<file path="config.mk">
export PLATFORM = sky130hd
export DESIGN_NAME = core_bus_top
export DESIGN_NICKNAME = d
export VERILOG_FILES = /design/src/hdl/bus_port_pkg.sv /design/src/hdl/core_bus_top.sv /design/src/hdl/sleep_unit.sv /design/src/hdl/obi_port_tracker.sv
export VERILOG_INCLUDE_DIRS = /design/src /design/src/hdl
export SDC_FILE = /design/constraint.sdc
export NUM_CORES = 1
export LEC_CHECK = 0
export BUFFER_PORTS_ARGS = -buffer_cell sky130_fd_sc_hd__buf_4
export CAP_MARGIN = 0
export CORE_AREA = 2 2 162 164
export CTS_CLUSTER_DIAMETER = 200
export DETAILED_ROUTE_END_ITERATION = 10
export DIE_AREA = 0 0 164 166
export SETUP_SLACK_MARGIN = 0.1
export SLEW_MARGIN = 20
export SYNTH_ARGS = -nofsm -noshare
export SYNTH_HDL_FRONTEND = slang
export SYNTH_HIERARCHICAL = 1
export SYNTH_SLANG_ARGS = --single-unit
</file>
<file path="constraint.sdc">
create_clock -name clk_i -period 4.4 [get_ports clk_i]
set_input_delay 0.66 -clock clk_i [delete_from_list [all_inputs] [get_ports clk_i]]
set_output_delay 0.66 -clock clk_i [all_outputs]
set_load 0.01 [all_outputs]
</file>
<file path="src/hdl/bus_port_config.svh">
`ifndef BUS_PORT_CONFIG_SVH
`define BUS_PORT_CONFIG_SVH

////////////////////////////////////////////////////////////
// Bus geometry
////////////////////////////////////////////////////////////

// Word address on both ports
`define BUS_ADDR_W 32
// Read and write data
`define BUS_DATA_W 32
// One enable per byte lane
`define BUS_BE_W 4

////////////////////////////////////////////////////////////
// Outstanding transactions
////////////////////////////////////////////////////////////

// Granted but not yet answered, per port
`define BUS_MAX_OUTSTANDING 2
// Counter must hold BUS_MAX_OUTSTANDING itself
`define BUS_CNT_W 2

`endif
</file>
<file path="src/hdl/bus_port_pkg.sv">
`default_nettype none

`include "bus_port_config.svh"

package bus_port_pkg;

  ////////////////////////////////////////////////////////////
  // Request payloads
  ////////////////////////////////////////////////////////////

  // Instruction fetch request
  // Address only, fetches are always full words
  typedef struct packed {
    logic [`BUS_ADDR_W-1:0] addr;
  } obi_instr_req_t;

  // Data request
  // Reads ignore be and wdata on the bus
  typedef struct packed {
    logic [`BUS_ADDR_W-1:0] addr;
    logic                   we;
    logic [`BUS_BE_W-1:0]   be;
    logic [`BUS_DATA_W-1:0] wdata;
  } obi_data_req_t;

  ////////////////////////////////////////////////////////////
  // Response payload
  ////////////////////////////////////////////////////////////

  // Shared by both ports
  // err set on a bus fault for the oldest outstanding transaction
  typedef struct packed {
    logic [`BUS_DATA_W-1:0] rdata;
    logic                   err;
  } obi_resp_t;

endpackage

`default_nettype wire

</file>
<file path="src/hdl/core_bus_top.sv">
`timescale 1ns/10ps
`default_nettype none

`include "bus_port_config.svh"

module core_bus_top (
  input  logic                   clk_i,
  input  logic                   rst_i,

  // Control and interrupts
  input  logic                   fetch_enable_i,
  input  logic                   wfi_i,
  input  logic [`BUS_DATA_W-1:0] irq_i,
  input  logic [`BUS_DATA_W-1:0] mie_i,

  // Instruction fetch, core side
  input  logic                   if_req_i,
  input  logic [`BUS_ADDR_W-1:0] if_addr_i,
  output logic                   if_ready_o,
  output logic                   if_rvalid_o,
  output logic [`BUS_DATA_W-1:0] if_rdata_o,
  output logic                   if_err_o,

  // Load store, core side
  input  logic                   lsu_req_i,
  input  logic                   lsu_we_i,
  input  logic [`BUS_BE_W-1:0]   lsu_be_i,
  input  logic [`BUS_ADDR_W-1:0] lsu_addr_i,
  input  logic [`BUS_DATA_W-1:0] lsu_wdata_i,
  output logic                   lsu_ready_o,
  output logic                   lsu_rvalid_o,
  output logic [`BUS_DATA_W-1:0] lsu_rdata_o,
  output logic                   lsu_err_o,

  // Instruction memory bus
  output logic                   instr_req_o,
  input  logic                   instr_gnt_i,
  input  logic                   instr_rvalid_i,
  output logic [`BUS_ADDR_W-1:0] instr_addr_o,
  input  logic [`BUS_DATA_W-1:0] instr_rdata_i,
  input  logic                   instr_err_i,

  // Data memory bus
  output logic                   data_req_o,
  input  logic                   data_gnt_i,
  input  logic                   data_rvalid_i,
  output logic                   data_we_o,
  output logic [`BUS_BE_W-1:0]   data_be_o,
  output logic [`BUS_ADDR_W-1:0] data_addr_o,
  output logic [`BUS_DATA_W-1:0] data_wdata_o,
  input  logic [`BUS_DATA_W-1:0] data_rdata_i,
  input  logic                   data_err_i,

  // Status
  output logic                   fetch_enable_o,
  output logic                   core_sleep_o
);

  import bus_port_pkg::*;

  // Packed payloads, core side and bus side
  obi_instr_req_t if_payload;
  obi_instr_req_t instr_payload;
  obi_data_req_t  lsu_payload;
  obi_data_req_t  data_payload;

  // Responses, core side and bus side
  obi_resp_t      if_resp;
  obi_resp_t      instr_resp;
  obi_resp_t      lsu_resp;
  obi_resp_t      data_resp;

  // Port activity
  logic           if_busy;
  logic           lsu_busy;

  ////////////////////////////////////////////////////////////
  // Instruction port
  ////////////////////////////////////////////////////////////

  assign if_payload.addr  = if_addr_i;
  assign instr_addr_o     = instr_payload.addr;
  assign instr_resp.rdata = instr_rdata_i;
  assign instr_resp.err   = instr_err_i;
  assign if_rdata_o       = if_resp.rdata;
  assign if_err_o         = if_resp.err;

  obi_port_tracker #(
    .REQ_T (obi_instr_req_t)
  ) instr_tracker_i (
    .clk_i          (clk_i),
    .rst_i          (rst_i),
    .core_req_i     (if_req_i),
    .core_payload_i (if_payload),
    .core_ready_o   (if_ready_o),
    .core_rvalid_o  (if_rvalid_o),
    .core_resp_o    (if_resp),
    .bus_req_o      (instr_req_o),
    .bus_payload_o  (instr_payload),
    .bus_gnt_i      (instr_gnt_i),
    .bus_rvalid_i   (instr_rvalid_i),
    .bus_resp_i     (instr_resp),
    .busy_o         (if_busy)
  );

  ////////////////////////////////////////////////////////////
  // Data port
  ////////////////////////////////////////////////////////////

  // Loose core fields into the request struct
  assign lsu_payload.addr  = lsu_addr_i;
  assign lsu_payload.we    = lsu_we_i;
  assign lsu_payload.be    = lsu_be_i;
  assign lsu_payload.wdata = lsu_wdata_i;

  // and back out onto the bus
  assign data_addr_o       = data_payload.addr;
  assign data_we_o         = data_payload.we;
  assign data_be_o         = data_payload.be;
  assign data_wdata_o      = data_payload.wdata;

  assign data_resp.rdata   = data_rdata_i;
  assign data_resp.err     = data_err_i;
  assign lsu_rdata_o       = lsu_resp.rdata;
  assign lsu_err_o         = lsu_resp.err;

  obi_port_tracker #(
    .REQ_T (obi_data_req_t)
  ) data_tracker_i (
    .clk_i          (clk_i),
    .rst_i          (rst_i),
    .core_req_i     (lsu_req_i),
    .core_payload_i (lsu_payload),
    .core_ready_o   (lsu_ready_o),
    .core_rvalid_o  (lsu_rvalid_o),
    .core_resp_o    (lsu_resp),
    .bus_req_o      (data_req_o),
    .bus_payload_o  (data_payload),
    .bus_gnt_i      (data_gnt_i),
    .bus_rvalid_i   (data_rvalid_i),
    .bus_resp_i     (data_resp),
    .busy_o         (lsu_busy)
  );

  ////////////////////////////////////////////////////////////
  // Sleep
  ////////////////////////////////////////////////////////////

  // Both busy levels gate sleep entry
  sleep_unit sleep_unit_i (
    .clk_i          (clk_i),
    .rst_i          (rst_i),
    .fetch_enable_i (fetch_enable_i),
    .fetch_enable_o (fetch_enable_o),
    .wfi_i          (wfi_i),
    .irq_i          (irq_i),
    .mie_i          (mie_i),
    .if_busy_i      (if_busy),
    .lsu_busy_i     (lsu_busy),
    .core_sleep_o   (core_sleep_o)
  );

endmodule

`default_nettype wire

</file>
<file path="src/hdl/sleep_unit.sv">
`timescale 1ns/10ps
`default_nettype none

`include "bus_port_config.svh"

module sleep_unit (
  input  logic                   clk_i,
  input  logic                   rst_i,

  // Fetch enable from the system
  input  logic                   fetch_enable_i,
  output logic                   fetch_enable_o,

  // Wait for interrupt pulse
  input  logic                   wfi_i,

  // Interrupt lines and their enables
  input  logic [`BUS_DATA_W-1:0] irq_i,
  input  logic [`BUS_DATA_W-1:0] mie_i,

  // Port activity
  input  logic                   if_busy_i,
  input  logic                   lsu_busy_i,

  // Sleep status
  output logic                   core_sleep_o
);

  // One interrupt line per bit of a machine word
  localparam int IRQ_W = `BUS_DATA_W;

  // Latched fetch enable
  logic             fetch_enable_q;

  // Sleep state
  logic             sleep_pending_q;
  logic             core_sleep_q;
  logic             core_sleep_d;

  // Wake condition
  logic [IRQ_W-1:0] irq_masked;
  logic             wake;

  ////////////////////////////////////////////////////////////
  // Fetch enable
  ////////////////////////////////////////////////////////////

  // Sticky until reset, later toggles are ignored
  always_ff @(posedge clk_i) begin
    if (rst_i) begin
      fetch_enable_q <= 1'b0;
    end else if (fetch_enable_i) begin
      fetch_enable_q <= 1'b1;
    end
  end

  assign fetch_enable_o = fetch_enable_q;

  ////////////////////////////////////////////////////////////
  // Sleep and wake
  ////////////////////////////////////////////////////////////

  // Any enabled interrupt pending
  assign irq_masked = irq_i & mie_i;
  assign wake       = |irq_masked;

  // Wake wins over a wfi in the same cycle
  always_ff @(posedge clk_i) begin
    if (rst_i) begin
      sleep_pending_q <= 1'b0;
    end else if (wake) begin
      sleep_pending_q <= 1'b0;
    end else if (wfi_i) begin
      sleep_pending_q <= 1'b1;
    end
  end

  // Sleep only with both ports drained
  assign core_sleep_d = sleep_pending_q && !if_busy_i && !lsu_busy_i && !wake;

  // re-evaluated every cycle, so activity also drops it
  always_ff @(posedge clk_i) begin
    if (rst_i) begin
      core_sleep_q <= 1'b0;
    end else begin
      core_sleep_q <= core_sleep_d;
    end
  end

  assign core_sleep_o = core_sleep_q;

endmodule

`default_nettype wire

</file>
<file path="src/hdl/obi_port_tracker.sv">
`timescale 1ns/10ps
`default_nettype none

`include "bus_port_config.svh"

module obi_port_tracker #(
  // Payload type of the request, instruction or data
  parameter type REQ_T = bus_port_pkg::obi_instr_req_t
) (
  input  logic                    clk_i,
  input  logic                    rst_i,

  // Core side request
  input  logic                    core_req_i,
  input  REQ_T                    core_payload_i,
  output logic                    core_ready_o,

  // Core side response
  output logic                    core_rvalid_o,
  output bus_port_pkg::obi_resp_t core_resp_o,

  // Bus side request
  output logic                    bus_req_o,
  output REQ_T                    bus_payload_o,
  input  logic                    bus_gnt_i,

  // Bus side response
  input  logic                    bus_rvalid_i,
  input  bus_port_pkg::obi_resp_t bus_resp_i,

  // Port activity for the sleep logic
  output logic                    busy_o
);

  import bus_port_pkg::*;

  // Outstanding limit as a counter value
  localparam logic [`BUS_CNT_W-1:0] MAX_CNT  = `BUS_CNT_W'(`BUS_MAX_OUTSTANDING);
  localparam logic [`BUS_CNT_W-1:0] CNT_STEP = `BUS_CNT_W'(1);

  // Held request
  logic                  hold_valid_q;
  REQ_T                  hold_payload_q;

  // Outstanding count
  logic [`BUS_CNT_W-1:0] out_cnt_q;
  logic [`BUS_CNT_W-1:0] out_cnt_d;

  // Handshake events
  logic                  accept;
  logic                  grant;

  // Registered response
  logic                  resp_valid_q;
  obi_resp_t             resp_q;

  ////////////////////////////////////////////////////////////
  // Request side
  ////////////////////////////////////////////////////////////

  // Room for one more only when nothing is held
  // and the count is below the limit
  assign core_ready_o = !hold_valid_q && (out_cnt_q < MAX_CNT);
  assign accept       = core_req_i && core_ready_o;

  // Grant only counts while req is up
  assign grant = hold_valid_q && bus_gnt_i;

  // req rises the cycle after accept, falls the cycle after gnt
  always_ff @(posedge clk_i) begin
    if (rst_i) begin
      hold_valid_q <= 1'b0;
    end else if (accept) begin
      hold_valid_q <= 1'b1;
    end else if (grant) begin
      hold_valid_q <= 1'b0;
    end
  end

  // Payload stays stable until gnt
  // accept cannot happen while a request is held
  always_ff @(posedge clk_i) begin
    if (accept) begin
      hold_payload_q <= core_payload_i;
    end
  end

  assign bus_req_o     = hold_valid_q;
  assign bus_payload_o = hold_payload_q;

  ////////////////////////////////////////////////////////////
  // Outstanding counter
  ////////////////////////////////////////////////////////////

  // Up on gnt, down on rvalid, both at once leaves it alone
  always_comb begin
    out_cnt_d = out_cnt_q;
    if (grant && !bus_rvalid_i) begin
      out_cnt_d = out_cnt_q + CNT_STEP;
    end else if (!grant && bus_rvalid_i) begin
      out_cnt_d = out_cnt_q - CNT_STEP;
    end
  end

  always_ff @(posedge clk_i) begin
    if (rst_i) begin
      out_cnt_q <= '0;
    end else begin
      out_cnt_q <= out_cnt_d;
    end
  end

  ////////////////////////////////////////////////////////////
  // Response side
  ////////////////////////////////////////////////////////////

  // One cycle from bus rvalid to core rvalid
  always_ff @(posedge clk_i) begin
    if (rst_i) begin
      resp_valid_q <= 1'b0;
    end else begin
      resp_valid_q <= bus_rvalid_i;
    end
  end

  // Data and err captured with the pulse
  always_ff @(posedge clk_i) begin
    if (bus_rvalid_i) begin
      resp_q <= bus_resp_i;
    end
  end

  assign core_rvalid_o = resp_valid_q;
  assign core_resp_o   = resp_q;

  // Waiting for gnt counts as busy too
  assign busy_o = hold_valid_q || (out_cnt_q != '0);

endmodule

`default_nettype wire

</file>
==> metrics.txt <==
status=completed; Die X=~160 um; core box area=roughly 26000 um2; Setup Skew=0.0114 ns; Syn Nets=around 480; Post-Syn Instances=236; # IOs=around 420; Buf/Inv on CP=1; Area Growth Syn to Fin=73.9%; Setup TNS Final=0 ns; Fill cells=between 2000 and 2500; GPL Wtd Cong=0.773; crit start category=flop; initial antenna violation count=0; largest net degree at the start of global routing=40; Req. time, crit path=approximately 4.5 ns; simple-gate share of the synthesized area=between 2 and 3%; fmax=around 480 MHz; sequential element share of the synthesized area=92.8%; register bit total from synthesis=roughly 180; met2 Usage GRT=23.1%; worst-margin pin slew=~0.99 ns; Clk pin slew, worst setup/hold paths=around 0.080 ns; Synth Area in Adders=0.444%; # clock sinks=roughly 180; Max-cap violations=0; IO buf count=around 420; top post-synthesis cells by area=edfxtp_1 89%, dfxtp_1 3.9%, a221oi_2 1.3%, a22o_1 0.93%, nor2_1 0.80%; Total GRT Usage=between 10% and 20%; CTS tree=yes; GR Util met1=13.0%; YS warnings=6; Max FO, Critical Path=39; syn avg cell area=around 24 um2; WHS=just over 0.4 ns; Util after Layout=roughly two fifths; Synth Area in Compound Gates=between 3 and 4%; Root Driver=clkbuf_16; final setup vio count=0; Critical Path, Cell by Cell=nor2_1, and2_2, buf_4; vias per cell=roughly 3.9; Worst VDD drop=between 200 and 250 uV; worst skew pair latency=around 0.43 ns; share of cells above drive strength 1=between 60% and 70%; first-pass iteration count of the detailed router=4; Initial Utilization=between 20 and 25%; gr busiest metal=met2; global route overflow=0; top cell type's share of synthesized area=around 89%; CP arrival=approximately 2.2 ns; Leakage=4.17 nW; nets=slightly above 900; Post-Synth XOR/XNOR Area=less than 1%; leading area contributor after synthesis=edfxtp_1; Final Hold Viols=0; crit path kind=reg2reg; antenna violation net count after detailed routing=0; RSZ-0062 raised after global routing=no; wire length per cell=between 15 and 20 um; Die Area=~27000 um2; vias in the first global route=4084; Worst Setup End Kind=flop; dpl cells=roughly 990; Total Power=around 4.2 mW; met3 Usage GRT=between 3 and 4%; die height=~170 um; 1st-iter DRT viols=a little over 300; Post-Layout Cell Count=1021; Storage cell area=approximately 5200 um2; setup repair bufs after CTS=0; Final Cycle Share=a little under half; CTS max path bufs=2; CTS resizes=0; Post-route DRC=0; Distinct cells, synth=21; Post-Syn Area=around 5600 um2; Crit-path slowest cell=and2_2; first-pass GRT wire length=about 24000 um; hold buffer count at cts=0; Ant. Diodes=0; area of the multi-input gates=400 um2; Pwr Density=between 400 and 500 nW/um2; Max-slew headroom=around a third; DR vias=about 3900; Detailed Place HPWL=roughly 14000 um; crit path time final=2.06 ns; largest family of logic cells by synthesized area=compound AO/OA/AOI/OAI gates; H-Tree Depth=4; Slew Viols, Final=0; CP delay by family, top=simple AND/OR/NAND/NOR gates; mux cell area share after synthesis=0%; HP Class=in2reg; Crit path largest cell delay=about 0.8 ns; final wirelength=approximately 17000 um; CTS buffer count=17; row cnt=59
-- layer usage --
metal	vias up	share of wire [%]
met3	13	8.9
li1	1827	-
met1	1852	35
met4	0	1.6
met5	-	0
met2	245	54
-- logic make-up (layout without fill, tap and decap cells) --
kind of cell / count (synthesis) / count (layout)
and+or+nand+nor: 28 / 28
buffers and inverters: 2 / 452
AOI/OAI and AO/OA: 22 / 22
adders and majority gates: 2 / 2
xor gates and xnor gates: 4 / 4
DFF: 178 / 178
-- synth_stat cells --
master    instances
a21oi_1           5
a221oi_1          1
a221oi_2          5
a222oi_1          1
a22o_1            6
a22oi_1           2
and2_1            4
dfxtp_1          11
edfxtp_1        167
ha_1              2
inv_1             2
nand2_1           1
nand3_1           2
nand4_1           1
nor2_1           12
nor2b_1           2
nor4_1            2
o21ai_0           2
or3_1             2
or3_2             2
xor2_1            4
-- registers in the layout, summed over array words and instances (netlist names) --
register and cells:
instr_tracker_i/bus_payload_o 32, instr_tracker_i/core_resp_o 33, data_tracker_i/core_resp_o 33, instr_tracker_i/bus_req_o 1, data_tracker_i/bus_req_o 1, data_tracker_i/out_cnt_q 2
instr_tracker_i/out_cnt_q 2, sleep_unit_i/fetch_enable_o 1, sleep_unit_i/sleep_pending_q 1, data_tracker_i/bus_payload_o 69, sleep_unit_i/core_sleep_o 1, instr_tracker_i/core_rvalid_o 1
data_tracker_i/core_rvalid_o 1
-- through the flow --
step                      cell area, um2  setup WS [ns]
final                               9810           2.34
after global routing                9810           2.20
after CTS                           9810           2.31
after detailed placement            9200           2.10
after global placement              9200           2.14
after floorplan                     5640           1.69
-- worst paths after layout --
| path | from | endpoint | slack (ns) | cells after the start |
|---|---|---|---|---|
| worst max-delay path | data_tracker_i/out_cnt_q[1] | data_tracker_i/bus_payload_o[26] | 2.34 | 3 |
| worst min-delay path | lsu_wdata_i[31] | data_tracker_i/bus_payload_o[31] | 0.40 | 1 |
| worst max register to register | data_tracker_i/out_cnt_q[1] | data_tracker_i/bus_payload_o[26] | 2.34 | 3 |
| worst min register to register | sleep_unit_i/sleep_pending_q | sleep_unit_i/core_sleep_o | 0.45 | 2 |
-- report_power, final --
part	total [mW]	switching (mW)	leakage [nW]	internal, mW
combinational	0.571	0.251	2.18	0.320
clock	1.57	0.745	0.297	0.823
sequential	2.07	0.0480	1.70	2.03
-- placed cells by master (no fill, tap or decap), drive strengths merged, types with 5 or more instances in the layout --
cell type	synthesis	routed
buf	0	418
edfxtp	167	167
clkbuf	0	17
nor2	12	12
dfxtp	11	11
inv	2	11
a22o	6	6
a221oi	6	6
a21oi	5	5
-- cell type report --
cell class | count | share of cell area, %
inverter | 2 | 0.0765
multi-input combinational | 56 | 4.08
clock inverter | 15 | 1.87
sequential | 178 | 53.4
tap | 335 | 4.27
clock buffer | 17 | 4.34
timing repair buffer | 418 | 32.0
Power figures use the tool's default switching activity.
